==> config.mk <==
export PLATFORM = sky130hd
export DESIGN_NAME = tanimoto_top
export DESIGN_NICKNAME = d
export VERILOG_FILES = /design/src/source/tanimoto_pkg.sv /design/src/source/tanimoto_top.sv /design/src/source/pair_fifo.sv /design/src/source/threshold_table.sv /design/src/source/result_arbiter.sv /design/src/source/lane_scorer.sv /design/src/source/batch_sequencer.sv
export SDC_FILE = /design/constraint.sdc
export NUM_CORES = 2
export LEC_CHECK = 0
export ABC_AREA = 1
export BUFFER_PORTS_ARGS = -buffer_cell sky130_fd_sc_hd__buf_2
export CORE_ASPECT_RATIO = 0.9
export CORE_MARGIN = 2
export CORE_UTILIZATION = 40
export DETAILED_ROUTE_END_ITERATION = 8
export SLEW_MARGIN = 25
export SYNTH_ARGS = -nofsm -noshare
export SYNTH_HDL_FRONTEND = slang
export SYNTH_SLANG_ARGS = --single-unit
==> constraint.sdc <==
create_clock -name clk -period 7.5 [get_ports clk]
set_input_delay 0.375 -clock clk [delete_from_list [all_inputs] [get_ports clk]]
set_output_delay 0.375 -clock clk [all_outputs]
set_load 0.005 [all_outputs]
==> src/source/tanimoto_pkg.sv <==
package tanimoto_pkg;

    // Vector geometry
    localparam int BUS_WIDTH     = 32;
    localparam int VECTOR_WIDTH  = 64;
    localparam int SUB_WORDS     = VECTOR_WIDTH / BUS_WIDTH;
    localparam int VEC_ID_WIDTH  = 8;

    // Derived widths
    localparam int SUB_IDX_WIDTH = (SUB_WORDS > 1) ? $clog2(SUB_WORDS) : 1;
    localparam int POP_WIDTH     = $clog2(VECTOR_WIDTH + 1);

    typedef logic [BUS_WIDTH-1:0]     sub_word_t;
    typedef logic [SUB_IDX_WIDTH-1:0] sub_idx_t;
    typedef logic [POP_WIDTH-1:0]     pop_t;
    typedef logic [POP_WIDTH:0]       pop_sum_t;
    typedef logic [VEC_ID_WIDTH-1:0]  vec_id_t;

    typedef enum logic [1:0] {
        LOAD_REF = 2'b00,
        COMPARE  = 2'b01,
        FLUSH    = 2'b10
    } seq_state_e;

    // One accepted sub-word as seen by every lane
    typedef struct packed {
        logic      valid;
        logic      is_ref;
        sub_idx_t  sub_idx;
        sub_word_t word;
        logic      final_word;
        vec_id_t   vec_id;
        pop_t      vec_cnt;
    } broadcast_t;

    typedef struct packed {
        vec_id_t ref_id;
        vec_id_t cmp_id;
        pop_t    cnt_ref;
        pop_t    cnt_cmp;
        pop_t    cnt_and;
    } score_t;

    typedef struct packed {
        logic    last;
        vec_id_t ref_id;
        vec_id_t cmp_id;
    } id_pair_t;

    function automatic pop_t popcount(input sub_word_t word);
        pop_t cnt;
        cnt = '0;
        for (int i = 0; i < BUS_WIDTH; i++) begin
            cnt = cnt + pop_t'(word[i]);
        end
        return cnt;
    endfunction

endpackage
==> src/source/tanimoto_top.sv <==
module tanimoto_top #(
    parameter int LANES      = 4,
    parameter int FIFO_DEPTH = 16
) (
    input  logic                    clk,
    input  logic                    rstn,
    input  tanimoto_pkg::sub_word_t i_word,
    input  logic                    i_valid,
    input  logic                    i_last,
    input  logic                    i_thr_we,
    input  tanimoto_pkg::pop_t      i_thr_addr,
    input  tanimoto_pkg::pop_sum_t  i_thr_data,
    input  logic                    i_pair_read,
    output logic                    o_ready,
    output logic                    o_pair_valid,
    output tanimoto_pkg::id_pair_t  o_pair
);

    tanimoto_pkg::broadcast_t         bcast;
    logic                             flush;
    logic                             lanes_busy;
    logic                             batch_done;
    logic [LANES-1:0]                 pending;
    tanimoto_pkg::score_t [LANES-1:0] scores;
    logic [LANES-1:0]                 grant;
    logic                             lookup;
    tanimoto_pkg::pop_t               lookup_addr;
    tanimoto_pkg::pop_sum_t           lookup_sum;
    logic                             thr_pass;
    logic                             fifo_we;
    tanimoto_pkg::id_pair_t           fifo_data;
    logic                             fifo_almost_full;
    logic                             fifo_empty;

    batch_sequencer #(
        .LANES (LANES)
    ) u_sequencer (
        .clk          (clk),
        .rstn         (rstn),
        .i_word       (i_word),
        .i_valid      (i_valid),
        .i_last       (i_last),
        .i_lanes_busy (lanes_busy),
        .i_batch_done (batch_done),
        .o_ready      (o_ready),
        .o_bcast      (bcast),
        .o_flush      (flush)
    );

    // Every lane sees the same sub-word in the same cycle
    for (genvar g = 0; g < LANES; g++) begin : g_lane
        lane_scorer #(
            .LANE_ID (g)
        ) u_lane (
            .clk       (clk),
            .rstn      (rstn),
            .i_bcast   (bcast),
            .i_grant   (grant[g]),
            .o_pending (pending[g]),
            .o_score   (scores[g])
        );
    end

    result_arbiter #(
        .LANES (LANES)
    ) u_arbiter (
        .clk                (clk),
        .rstn               (rstn),
        .i_pending          (pending),
        .i_scores           (scores),
        .i_flush            (flush),
        .i_thr_pass         (thr_pass),
        .i_fifo_almost_full (fifo_almost_full),
        .o_grant            (grant),
        .o_lookup           (lookup),
        .o_lookup_addr      (lookup_addr),
        .o_lookup_sum       (lookup_sum),
        .o_fifo_we          (fifo_we),
        .o_fifo_data        (fifo_data),
        .o_lanes_busy       (lanes_busy),
        .o_batch_done       (batch_done)
    );

    threshold_table u_thr_table (
        .clk      (clk),
        .i_we     (i_thr_we),
        .i_waddr  (i_thr_addr),
        .i_wdata  (i_thr_data),
        .i_lookup (lookup),
        .i_addr   (lookup_addr),
        .i_sum    (lookup_sum),
        .o_pass   (thr_pass)
    );

    pair_fifo #(
        .FIFO_DEPTH (FIFO_DEPTH)
    ) u_pair_fifo (
        .clk           (clk),
        .rstn          (rstn),
        .i_we          (fifo_we),
        .i_data        (fifo_data),
        .i_re          (i_pair_read),
        .o_data        (o_pair),
        .o_empty       (fifo_empty),
        .o_almost_full (fifo_almost_full)
    );

    assign o_pair_valid = !fifo_empty;

endmodule

==> src/source/pair_fifo.sv <==
module pair_fifo #(
    parameter int FIFO_DEPTH = 16
) (
    input  logic                    clk,
    input  logic                    rstn,
    input  logic                    i_we,
    input  tanimoto_pkg::id_pair_t  i_data,
    input  logic                    i_re,
    output tanimoto_pkg::id_pair_t  o_data,
    output logic                    o_empty,
    output logic                    o_almost_full
);

    localparam int PTR_WIDTH = (FIFO_DEPTH > 1) ? $clog2(FIFO_DEPTH) : 1;
    localparam int CNT_WIDTH = $clog2(FIFO_DEPTH + 1);

    tanimoto_pkg::id_pair_t mem [FIFO_DEPTH];
    logic [PTR_WIDTH-1:0]   wr_ptr;
    logic [PTR_WIDTH-1:0]   rd_ptr;
    logic [CNT_WIDTH-1:0]   count;
    logic                   do_write;
    logic                   do_read;

    assign do_write = i_we && (count != CNT_WIDTH'(FIFO_DEPTH));
    assign do_read  = i_re && !o_empty;

    // Head entry is visible without a read strobe
    assign o_data        = mem[rd_ptr];
    assign o_empty       = (count == '0);
    assign o_almost_full = (count >= CNT_WIDTH'(FIFO_DEPTH - 2));

    always_ff @(posedge clk) begin
        if (do_write) begin
            mem[wr_ptr] <= i_data;
        end
    end

    always_ff @(posedge clk) begin
        if (!rstn) begin
            wr_ptr <= '0;
            rd_ptr <= '0;
            count  <= '0;
        end else begin
            if (do_write) begin
                wr_ptr <= (wr_ptr == PTR_WIDTH'(FIFO_DEPTH - 1)) ? '0 : wr_ptr + 1'b1;
            end
            if (do_read) begin
                rd_ptr <= (rd_ptr == PTR_WIDTH'(FIFO_DEPTH - 1)) ? '0 : rd_ptr + 1'b1;
            end
            if (do_write && !do_read) begin
                count <= count + 1'b1;
            end else if (do_read && !do_write) begin
                count <= count - 1'b1;
            end
        end
    end

endmodule

==> src/source/threshold_table.sv <==
module threshold_table (
    input  logic                    clk,
    input  logic                    i_we,
    input  tanimoto_pkg::pop_t      i_waddr,
    input  tanimoto_pkg::pop_sum_t  i_wdata,
    input  logic                    i_lookup,
    input  tanimoto_pkg::pop_t      i_addr,
    input  tanimoto_pkg::pop_sum_t  i_sum,
    output logic                    o_pass
);

    // One entry for every possible AND count
    localparam int DEPTH = 2 ** $bits(tanimoto_pkg::pop_t);

    tanimoto_pkg::pop_sum_t thr_mem [DEPTH];
    tanimoto_pkg::pop_sum_t thr_entry;

    // Entry holds the largest allowed cnt_ref + cnt_cmp for this AND count
    assign thr_entry = thr_mem[i_addr];

    always_ff @(posedge clk) begin
        if (i_we) begin
            thr_mem[i_waddr] <= i_wdata;
        end
    end

    // Pass bit is valid the cycle after the lookup strobe
    always_ff @(posedge clk) begin
        if (i_lookup) begin
            o_pass <= (i_sum <= thr_entry);
        end
    end

endmodule

==> src/source/result_arbiter.sv <==
module result_arbiter #(
    parameter int LANES = 4
) (
    input  logic                                    clk,
    input  logic                                    rstn,
    input  logic [LANES-1:0]                        i_pending,
    input  tanimoto_pkg::score_t [LANES-1:0]        i_scores,
    input  logic                                    i_flush,
    input  logic                                    i_thr_pass,
    input  logic                                    i_fifo_almost_full,
    output logic [LANES-1:0]                        o_grant,
    output logic                                    o_lookup,
    output tanimoto_pkg::pop_t                      o_lookup_addr,
    output tanimoto_pkg::pop_sum_t                  o_lookup_sum,
    output logic                                    o_fifo_we,
    output tanimoto_pkg::id_pair_t                  o_fifo_data,
    output logic                                    o_lanes_busy,
    output logic                                    o_batch_done
);

    localparam int SEL_WIDTH = (LANES > 1) ? $clog2(LANES) : 1;

    logic [SEL_WIDTH-1:0]   sel;
    logic                   can_grant;
    logic                   lk_valid;
    tanimoto_pkg::vec_id_t  lk_ref_id;
    tanimoto_pkg::vec_id_t  lk_cmp_id;
    logic                   end_ok;

    assign o_lanes_busy = |i_pending;
    assign can_grant    = o_lanes_busy && !i_fifo_almost_full;

    // Lowest pending lane wins
    always_comb begin
        sel = '0;
        for (int i = LANES - 1; i >= 0; i--) begin
            if (i_pending[i]) begin
                sel = SEL_WIDTH'(i);
            end
        end
    end

    assign o_grant       = can_grant ? (LANES'(1) << sel) : '0;
    assign o_lookup      = can_grant;
    assign o_lookup_addr = i_scores[sel].cnt_and;
    assign o_lookup_sum  = tanimoto_pkg::pop_sum_t'(i_scores[sel].cnt_ref) +
                           tanimoto_pkg::pop_sum_t'(i_scores[sel].cnt_cmp);

    // IDs wait here while the table computes the pass bit
    always_ff @(posedge clk) begin
        if (!rstn) begin
            lk_valid <= 1'b0;
        end else begin
            lk_valid <= can_grant;
        end
    end

    always_ff @(posedge clk) begin
        if (can_grant) begin
            lk_ref_id <= i_scores[sel].ref_id;
            lk_cmp_id <= i_scores[sel].cmp_id;
        end
    end

    // End marker once every lane and the lookup stage have drained
    assign end_ok       = i_flush && !o_lanes_busy && !lk_valid && !i_fifo_almost_full;
    assign o_batch_done = end_ok;
    assign o_fifo_we    = (lk_valid && i_thr_pass) || end_ok;

    always_comb begin
        o_fifo_data.last   = end_ok;
        o_fifo_data.ref_id = end_ok ? '0 : lk_ref_id;
        o_fifo_data.cmp_id = end_ok ? '0 : lk_cmp_id;
    end

endmodule

==> src/source/lane_scorer.sv <==
module lane_scorer #(
    parameter int LANE_ID = 0
) (
    input  logic                      clk,
    input  logic                      rstn,
    input  tanimoto_pkg::broadcast_t  i_bcast,
    input  logic                      i_grant,
    output logic                      o_pending,
    output tanimoto_pkg::score_t      o_score
);

    tanimoto_pkg::sub_word_t ref_mem [tanimoto_pkg::SUB_WORDS];
    tanimoto_pkg::pop_t      ref_cnt;
    tanimoto_pkg::vec_id_t   ref_id;
    tanimoto_pkg::pop_t      and_acc;
    tanimoto_pkg::pop_t      and_base;
    tanimoto_pkg::pop_t      and_next;
    logic                    load_ref;
    logic                    compare;

    assign load_ref = i_bcast.valid && i_bcast.is_ref &&
                      (i_bcast.vec_id == tanimoto_pkg::vec_id_t'(LANE_ID));
    assign compare  = i_bcast.valid && !i_bcast.is_ref;

    // AND popcount of this sub-word added to the running total
    assign and_base = (i_bcast.sub_idx == '0) ? '0 : and_acc;
    assign and_next = and_base +
                      tanimoto_pkg::popcount(i_bcast.word & ref_mem[i_bcast.sub_idx]);

    always_ff @(posedge clk) begin
        if (load_ref) begin
            ref_mem[i_bcast.sub_idx] <= i_bcast.word;
            if (i_bcast.final_word) begin
                ref_cnt <= i_bcast.vec_cnt;
                ref_id  <= i_bcast.vec_id;
            end
        end
    end

    always_ff @(posedge clk) begin
        if (compare) begin
            and_acc <= and_next;
            if (i_bcast.final_word) begin
                o_score.ref_id  <= ref_id;
                o_score.cmp_id  <= i_bcast.vec_id;
                o_score.cnt_ref <= ref_cnt;
                o_score.cnt_cmp <= i_bcast.vec_cnt;
                o_score.cnt_and <= and_next;
            end
        end
    end

    // Input is stalled while pending, so a grant never meets a new score
    always_ff @(posedge clk) begin
        if (!rstn) begin
            o_pending <= 1'b0;
        end else if (compare && i_bcast.final_word) begin
            o_pending <= 1'b1;
        end else if (i_grant) begin
            o_pending <= 1'b0;
        end
    end

endmodule

==> src/source/batch_sequencer.sv <==
module batch_sequencer #(
    parameter int LANES = 4
) (
    input  logic                      clk,
    input  logic                      rstn,
    input  tanimoto_pkg::sub_word_t   i_word,
    input  logic                      i_valid,
    input  logic                      i_last,
    input  logic                      i_lanes_busy,
    input  logic                      i_batch_done,
    output logic                      o_ready,
    output tanimoto_pkg::broadcast_t  o_bcast,
    output logic                      o_flush
);

    tanimoto_pkg::seq_state_e state;
    tanimoto_pkg::sub_idx_t   sub_idx;
    tanimoto_pkg::vec_id_t    vec_id;
    tanimoto_pkg::pop_t       cnt_acc;
    tanimoto_pkg::pop_t       cnt_base;
    tanimoto_pkg::pop_t       vec_cnt;
    logic                     accept;
    logic                     final_word;

    // Input stalls while any lane still holds an unscored result
    assign o_ready    = (state != tanimoto_pkg::FLUSH) && !i_lanes_busy;
    assign accept     = i_valid && o_ready;
    assign final_word = (sub_idx == tanimoto_pkg::sub_idx_t'(tanimoto_pkg::SUB_WORDS - 1));
    assign o_flush    = (state == tanimoto_pkg::FLUSH);

    // Running popcount of the vector that restarts on its first sub-word
    assign cnt_base = (sub_idx == '0) ? '0 : cnt_acc;
    assign vec_cnt  = cnt_base + tanimoto_pkg::popcount(i_word);

    always_comb begin
        o_bcast.valid      = accept;
        o_bcast.is_ref     = (state == tanimoto_pkg::LOAD_REF);
        o_bcast.sub_idx    = sub_idx;
        o_bcast.word       = i_word;
        o_bcast.final_word = final_word;
        o_bcast.vec_id     = vec_id;
        o_bcast.vec_cnt    = vec_cnt;
    end

    // Popcount of the sub-words accepted so far
    always_ff @(posedge clk) begin
        if (accept) begin
            cnt_acc <= vec_cnt;
        end
    end

    always_ff @(posedge clk) begin
        if (!rstn) begin
            state   <= tanimoto_pkg::LOAD_REF;
            sub_idx <= '0;
            vec_id  <= '0;
        end else begin
            if (accept) begin
                if (final_word) begin
                    sub_idx <= '0;
                    vec_id  <= vec_id + 1'b1;
                end else begin
                    sub_idx <= sub_idx + 1'b1;
                end
            end
            case (state)
                tanimoto_pkg::LOAD_REF: begin
                    // After the last reference the rest of the batch is compared
                    if (accept && final_word &&
                        vec_id == tanimoto_pkg::vec_id_t'(LANES - 1)) begin
                        state <= tanimoto_pkg::COMPARE;
                    end
                end
                tanimoto_pkg::COMPARE: begin
                    if (accept && i_last) begin
                        state <= tanimoto_pkg::FLUSH;
                    end
                end
                tanimoto_pkg::FLUSH: begin
                    if (i_batch_done) begin
                        state   <= tanimoto_pkg::LOAD_REF;
                        sub_idx <= '0;
                        vec_id  <= '0;
                    end
                end
                default: begin
                    state <= tanimoto_pkg::LOAD_REF;
                end
            endcase
        end
    end

endmodule

== Word-level counts from Yosys, hierarchy flattened ==
Memories as Yosys holds them, arrays and structs flattened. A register that Yosys moved wholly into a read port is not among the register bits.
Cells that the tools add are included.

* Register bits after elaboration: 244
* Latch bits: 0
* Bits in writable memories: 1552
* ROM bits: 0
* Input bits: 53
* Output and inout bits: 19
* Word-level logic and storage cells: 334
* Memories: 6

{| class="wikitable"
|+ Memories
! name !! depth !! width !! rd ports !! clocked after Yosys merged registers in !! wr ports !! line !! RTL
|-
| u_thr_table.thr_mem || 128 || 8 || 1 || 0 || 1 || threshold_table.sv:15 || <nowiki>tanimoto_pkg::pop_sum_t thr_mem [DEPTH];</nowiki>
|-
| u_pair_fifo.mem || 16 || 17 || 1 || 1 || 1 || pair_fifo.sv:17 || <nowiki>tanimoto_pkg::id_pair_t mem [FIFO_DEPTH];</nowiki>
|-
| g_lane[0].u_lane.ref_mem || 2 || 32 || 1 || 1 || 1 || lane_scorer.sv:12 || <nowiki>tanimoto_pkg::sub_word_t ref_mem [tanimoto_pkg::SUB_WORDS];</nowiki>
|-
| g_lane[1].u_lane.ref_mem || 2 || 32 || 1 || 1 || 1 || lane_scorer.sv:12 ||
|-
| g_lane[2].u_lane.ref_mem || 2 || 32 || 1 || 1 || 1 || lane_scorer.sv:12 ||
|-
| g_lane[3].u_lane.ref_mem || 2 || 32 || 1 || 1 || 1 || lane_scorer.sv:12 ||
|}

* Add/subtract/negate cells: 167
* $mul: 0
* Div/mod/pow operators: 0
* Magnitude comparators: 3
* Eq/ne operators: 12
* Shift operators: 1
* Mux-type cells: 56
* Bitwise operators: 4
* Reductions and logical operators: 44

{| class="wikitable"
|+ Operator list
! kind !! count
|-
| $add A7 B1 Y7 || 150
|-
| $and A32 B32 Y32 || 4
|-
| $bmux W37 S2 || 1
|-
| $mux W8 || 6
|-
| $mux W37 || 1
|-
| $add A7 B7 Y7 || 5
|-
| $mux W7 || 5
|-
| $mux W1 || 28
|-
| $logic_and A1 B1 Y1 || 21
|-
| $mux W4 || 5
|-
| $eq A8 B2 Y1 const B || 2
|-
| $mux W2 || 7
|-
| $add A1 B1 Y2 || 5
|-
| $mux W5 || 2
|-
| $reduce_and A2 Y1 || 5
|-
| $reduce_bool A2 Y1 || 5
|-
| $add A4 B1 Y4 const B || 2
|-
| $add A7 B7 Y8 || 1
|-
| $add A8 B1 Y8 const B || 1
|-
| $eq A4 B4 Y1 const B || 2
|-
| $eq A8 B1 Y1 const B || 1
|-
| $le A8 B8 Y1 || 1
|-
| $logic_not A8 Y1 || 1
|-
| $logic_not A1 Y1 || 7
|-
| 17 further kinds || 19
|}

== Logic depth before layout (Yosys ltp) ==
* Depth after elaboration: 33
* Gate-level depth with buffers: 27
* Gate-level depth less buffers: 24

== Modules after synthesis ==
A second synthesis with hierarchy kept.

* Cells, all modules: 6758
* Area, all modules: 80283.2 µm²

{| class="wikitable"
|+ Modules (own cells, without submodules)
! module !! instances !! cells an instance !! area each (µm²) !! sequential area each (µm²)
|-
| threshold_table || 1 || 3569 || 42179.2 || 30779.5
|-
| pair_fifo || 1 || 1157 || 12294.3 || 8508.2
|-
| lane_scorer (g_lane[1].u_lane ...) || 2 || 339 || 5305.1 || 3713.6
|-
| lane_scorer (g_lane[0].u_lane) || 1 || 338 || 5301.3 || 3713.6
|-
| lane_scorer (g_lane[3].u_lane) || 1 || 339 || 5281.3 || 3713.6
|-
| result_arbiter || 1 || 437 || 2524.9 || 500.5
|-
| batch_sequencer || 1 || 239 || 2088.3 || 430.4
|-
| tanimoto_top || 1 || 1 || 3.8 || 0.0
|}

== Least setup slack after synthesis ==
No wires, ideal clock.

* Path type: register to register
* Start point: register g_lane[1].u_lane.o_pending
* End point: register g_lane[0].u_lane.o_pending
* Setup time: 0.084 ns
* Arrival: 6.405 ns
* Data required time: 7.416 ns
* Setup slack: 1.011 ns
* Cell stages (with the launch flop): 11
* Buffers on the path: 1
* Period minus slack after synthesis: 6.489 ns
* Cell sequence: dfxtp_1 -> nor2_4 -> buf_4 -> nand2_1 -> nor2_1 -> nand2_1 -> nor2_1 -> inv_1 -> nor2_1 -> inv_1 -> a21oi_1

* Cells in the longest elaborated chain, start to end: 7
* Elaborated cells between the ends (all ways): 13
* Classes of those cells: 1 x shift; 4 x mux; 8 x reduce/logical

{| class="wikitable"
|+ RTL lines
! element !! line !! RTL
|-
| start, declared || lane_scorer.sv:8 || <nowiki>output logic o_pending,</nowiki>
|-
| start signal, assigned || lane_scorer.sv:56 || <nowiki>o_pending <= 1'b0;</nowiki>
|-
| start signal, assigned || lane_scorer.sv:58 || <nowiki>o_pending <= 1'b1;</nowiki>
|-
| start signal, assigned || lane_scorer.sv:60 || <nowiki>o_pending <= 1'b0;</nowiki>
|-
| $reduce_or A4 Y1 (*) || result_arbiter.sv:30 || <nowiki>assign o_lanes_busy = |i_pending;</nowiki>
|-
| $logic_not A1 Y1 (*) || batch_sequencer.sv:26 || <nowiki>assign o_ready = (state != tanimoto_pkg::FLUSH) && !i_lanes_busy;</nowiki>
|-
| $logic_and A1 B1 Y1 (*) || batch_sequencer.sv:26 ||
|-
| net o_ready || tanimoto_top.sv:14 || <nowiki>output logic o_ready,</nowiki>
|-
| $logic_and A1 B1 Y1 (*) || batch_sequencer.sv:27 || <nowiki>assign accept = i_valid && o_ready;</nowiki>
|-
| $logic_and A1 B1 Y1 (*) || lane_scorer.sv:23 || <nowiki>assign compare = i_bcast.valid && !i_bcast.is_ref;</nowiki>
|-
| $logic_and A1 B1 Y1 (*) || lane_scorer.sv:57 || <nowiki>end else if (compare && i_bcast.final_word) begin</nowiki>
|-
| $mux W1 or $reduce_bool A2 Y1 (tied branches) || n/a ||
|-
| end signal, assigned || lane_scorer.sv:56 ||
|-
| end signal, assigned || lane_scorer.sv:58 ||
|-
| end signal, assigned || lane_scorer.sv:60 ||
|-
| end, declared || lane_scorer.sv:8 ||
|}

The timed path passes the listed nets; every way through them passes the cells marked *.
A chain may end at the register's enable or synchronous reset.

==> out/qor.txt <==
Outcome: complete, no violations
GRT Overall Usage: 19.78%
Core area: 198,000 um2
CP Class: register to register
H-tree depth: 4
Leading area contributor after synthesis: edfxtp_1
Number of I/O port buffers: 71
Max-cap violations: 0
Bufs on Longest Clock Path: 3
Simple-gate share of the synthesized area: 16.33%
# IOs: 72
Min Tclk post-route: 6.651 ns
Reg2reg setup slack: 0.85 ns
Max incr delay on CP: 0.68 ns
Post-synthesis cell area: 79,650 um2
Post-cts sizing count: 0
#FFs+latches synth: 1,801
Final ANT Viol Nets: 0
Critical path arrival: 7.30 ns
Initial antenna violation count: 12
RSZ-0062 raised after global routing: false
Main combinational cell family by area after synthesis: simple AND/OR/NAND/NOR gates
Post-Route WL: 201,600 um
EDFF count, synth: 1,767
Peak supply drop: 0.3464 mV
Num CTS Buffers: 189
Relative slew margins: 22.67%
Final Hold Viols: 0
Slowest CP cell: clkinv_2
Final setup vio count: 0
GPL Wtd Cong: 0.8530
Root Buffer: clkbuf_16
Rows: 155
Vias/cell: 5.216
Share of cells above drive strength 1: 7.110%
Post-synthesis mux area share: 0.8545%
Hold Path Class: primary input to register
Worst-margin pin slew: 1.160 ns
Synthesis warning total: 0
Multi-input gate area: 21,270 um2
Min Hold Slack: 0.05100 ns
Die ar.: 202,700 um2
Top-area cell type share of the netlist area: 66.62%
Fin Setup TNS: 0 ns
Detailed Place HPWL: 114,500 um
R2R cell count: 19
Clk_lat worst skew: 0.83 ns
Cell variety after synth: 44
Vias: 49,527
Synth area leaders: edfxtp_1 (67%), nand3_1 (6.8%), nand2_1 (4.3%), inv_1 (3.9%), fa_1 (3.2%)
Post-CTS Setup Inserts: 0
Clock-pin slew on the worst setup and hold paths: 0.06 ns
DR WL/cell: 21.23 um
Largest net degree at the start of global routing: 200
FF-to-FF End: g_lane[0].u_lane.o_score[6]
Cell Chain, Critical Path: clkinv_2, o21ai_0, fa_1, fa_1, inv_1, fa_1, inv_1, fa_1, fa_1, fa_1, inv_1, ha_1, fa_1, a21oi_1, nor2_1, nor2_1, o21ai_0, a21oi_1, xor2_1
Vert. Die Dim: 427.3 um
First-pass GRT wire length: 305,100 um
Final slew viol count: 0
Initial core utilization: 40.23%
Most common cell after layout, fill and taps aside: edfxtp_1
Mean post-synth cell area: 12.00 um2
Most frequent cells in the layout: edfxtp_1 (1,767), nand3_1 (1,083), nand2_1 (901)
Primary FF master, synth: edfxtp_1
Layout fillers: 17,931
Synthesized instance count: 6,635
Nets: 6,976
Synth Area in XOR/XNOR: 0.4948%
Post-synthesis sequential area ratio: 67.47%
Synth Area in Compound Gates: 3.511%
Power density over the cells: 297.4 nW/um2
Hold Crit Start: i_thr_data[6]
Syn-to-layout area delta: 12.04%
CTS tree: built
Worst path most repeated cell: fa_1
Leakage: 33.41 nW
Register area: 53,750 um2
Max Fanout on Critical Path: 71
Total grt overflow: 0
Setup crit end kind: register
Die Wd: 474.4 um
Fmax: 150.4 MHz
Asr flop ratio synth: 0%
Total nets after synthesis: 6,949
Adder-Cell Fraction of Synth Area: 5.297%
TritonRoute pass-1 iters: 6
Final period utilization: 88.67%
Vias in the first global route: 48,280
Required @ worst endpoint: 8.15 ns
Clock Skew: 0.02634 ns
DRC: 0
Total clock sinks: 1,801
DRT iter0 DRCs: 5,319
End of the critical path: g_lane[0].u_lane.o_score[6]
Startpoint types: register
-- cell usage after synthesis, types with 34 or more instances --
master and number:
fa_1 127, mux2i_1 68, nand3b_1 299, o21ai_0 232
nand2_1 907, dfxtp_1 34, buf_2 202, o211ai_1 82
inv_1 828, clkbuf_1 124, nand3_1 1083, a21oi_1 105
ha_1 134, nor2_1 441, edfxtp_1 1767, o21a_1 38
-- critical path, delay by kind of cell, from the launching register on --
family,cells,cell delay (ns)
XOR/XNOR,1,0.21
adder cells (fa/ha/maj),8,3.81
AND/OR/NAND/NOR,2,0.20
AO/OA/AOI/OAI,4,1.02
buffers and inverters,4,0.86
flip-flops,1,0.36
-- kinds of logic after synthesis --
| logic type | after synthesis |
|---|---|
| AOI/OAI and AO/OA | 484 |
| and+or+nand+nor | 2776 |
| buffers and inverters | 1200 |
| xor gates and xnor gates | 45 |
| adders and majority gates | 261 |
| DFF | 1801 |
| muxes | 68 |
-- final cells by class --
class | instances | area share (%)
clock inverters | 126 | 1.303
repair buffers | 198 | 1.810
inverters | 838 | 3.530
diodes | 6 | 0.01682
multi-input cells | 3634 | 23.84
clock buffers | 224 | 5.528
flip-flops and latches | 1801 | 60.23
well taps | 2669 | 3.742
-- registers in the layout (all words and copies together), names as in the netlist, named ones only --
register,count
g_lane.u_lane.o_pending,4
u_sequencer.vec_id,8
u_sequencer.cnt_acc,7
g_lane.u_lane.ref_cnt,28
g_lane.u_lane.and_acc,28
u_sequencer.state,2
g_lane.u_lane.o_score,103
u_pair_fifo.mem,272
u_arbiter.lk_ref_id,8
u_pair_fifo.count,5
u_pair_fifo.rd_ptr,4
u_thr_table.o_pass,1
u_thr_table.thr_mem,1024
u_pair_fifo.wr_ptr,4
g_lane.u_lane.ref_id,32
u_arbiter.lk_valid,1
g_lane.u_lane.ref_mem,256
u_arbiter.lk_cmp_id,8
u_sequencer.final_word,1
-- through the flow --
| stage | worst slack (ns) | utilization (%) | power (mW) | area, um2 | std cells |
|---|---|---|---|---|---|
| floorplan | 1.011 | - | 15.51 | 79650 | 6635 |
| global placement | 0.9976 | 41.80 | 17.29 | 82760 | 9105 |
| detailed placement | 0.8346 | 41.80 | 17.45 | 82760 | 9105 |
| CTS | 0.8151 | 45.05 | 26.69 | 89210 | 9490 |
| global route | 0.5331 | 45.07 | 27.79 | 89230 | 9494 |
| finish | 0.8495 | 45.07 | 26.54 | 89240 | 9496 |
-- power breakdown --
group          internal (mW)  total (mW)  switching (mW)  leakage [nW]
logic                   1.91        5.39            3.48          14.2
registers               11.8        11.9          0.0967          16.2
clock network           5.23        9.22            3.99          2.97
total                   19.0        26.5            7.57          33.4
-- worst min-delay path by stage --
stage | to | cells after the start
2_1_floorplan | g_lane[0].u_lane.o_score[14] | 0
3_3_place_gp | g_lane[3].u_lane.o_score[17] | 0
3_5_place_dp | g_lane[0].u_lane.o_score[14] | 0
4_1_cts | u_thr_table.thr_mem[32][6] | 1
5_1_grt | u_thr_table.thr_mem[44][6] | 1
6_report | u_thr_table.thr_mem[32][6] | 1
-- layer usage --
metal  vias up  part of all wire [%]  wire length [um]  global-route usage [%]
met2      1712                    45             91090                   30.38
met3       302                   7.0             14120                   3.358
met5         -                 0.034                68                       0
met4        10                   2.2              4481                   5.213
met1     24456                    46             91830                   29.07
li1      23047                     -                 -                       -
-- timing repair --
item                                    CTS  global route
endpoints found under the setup margin    0             0
hold buffers                             35             0
hold endpoints to repair                273             0
Power figures use the tool's default switching activity.
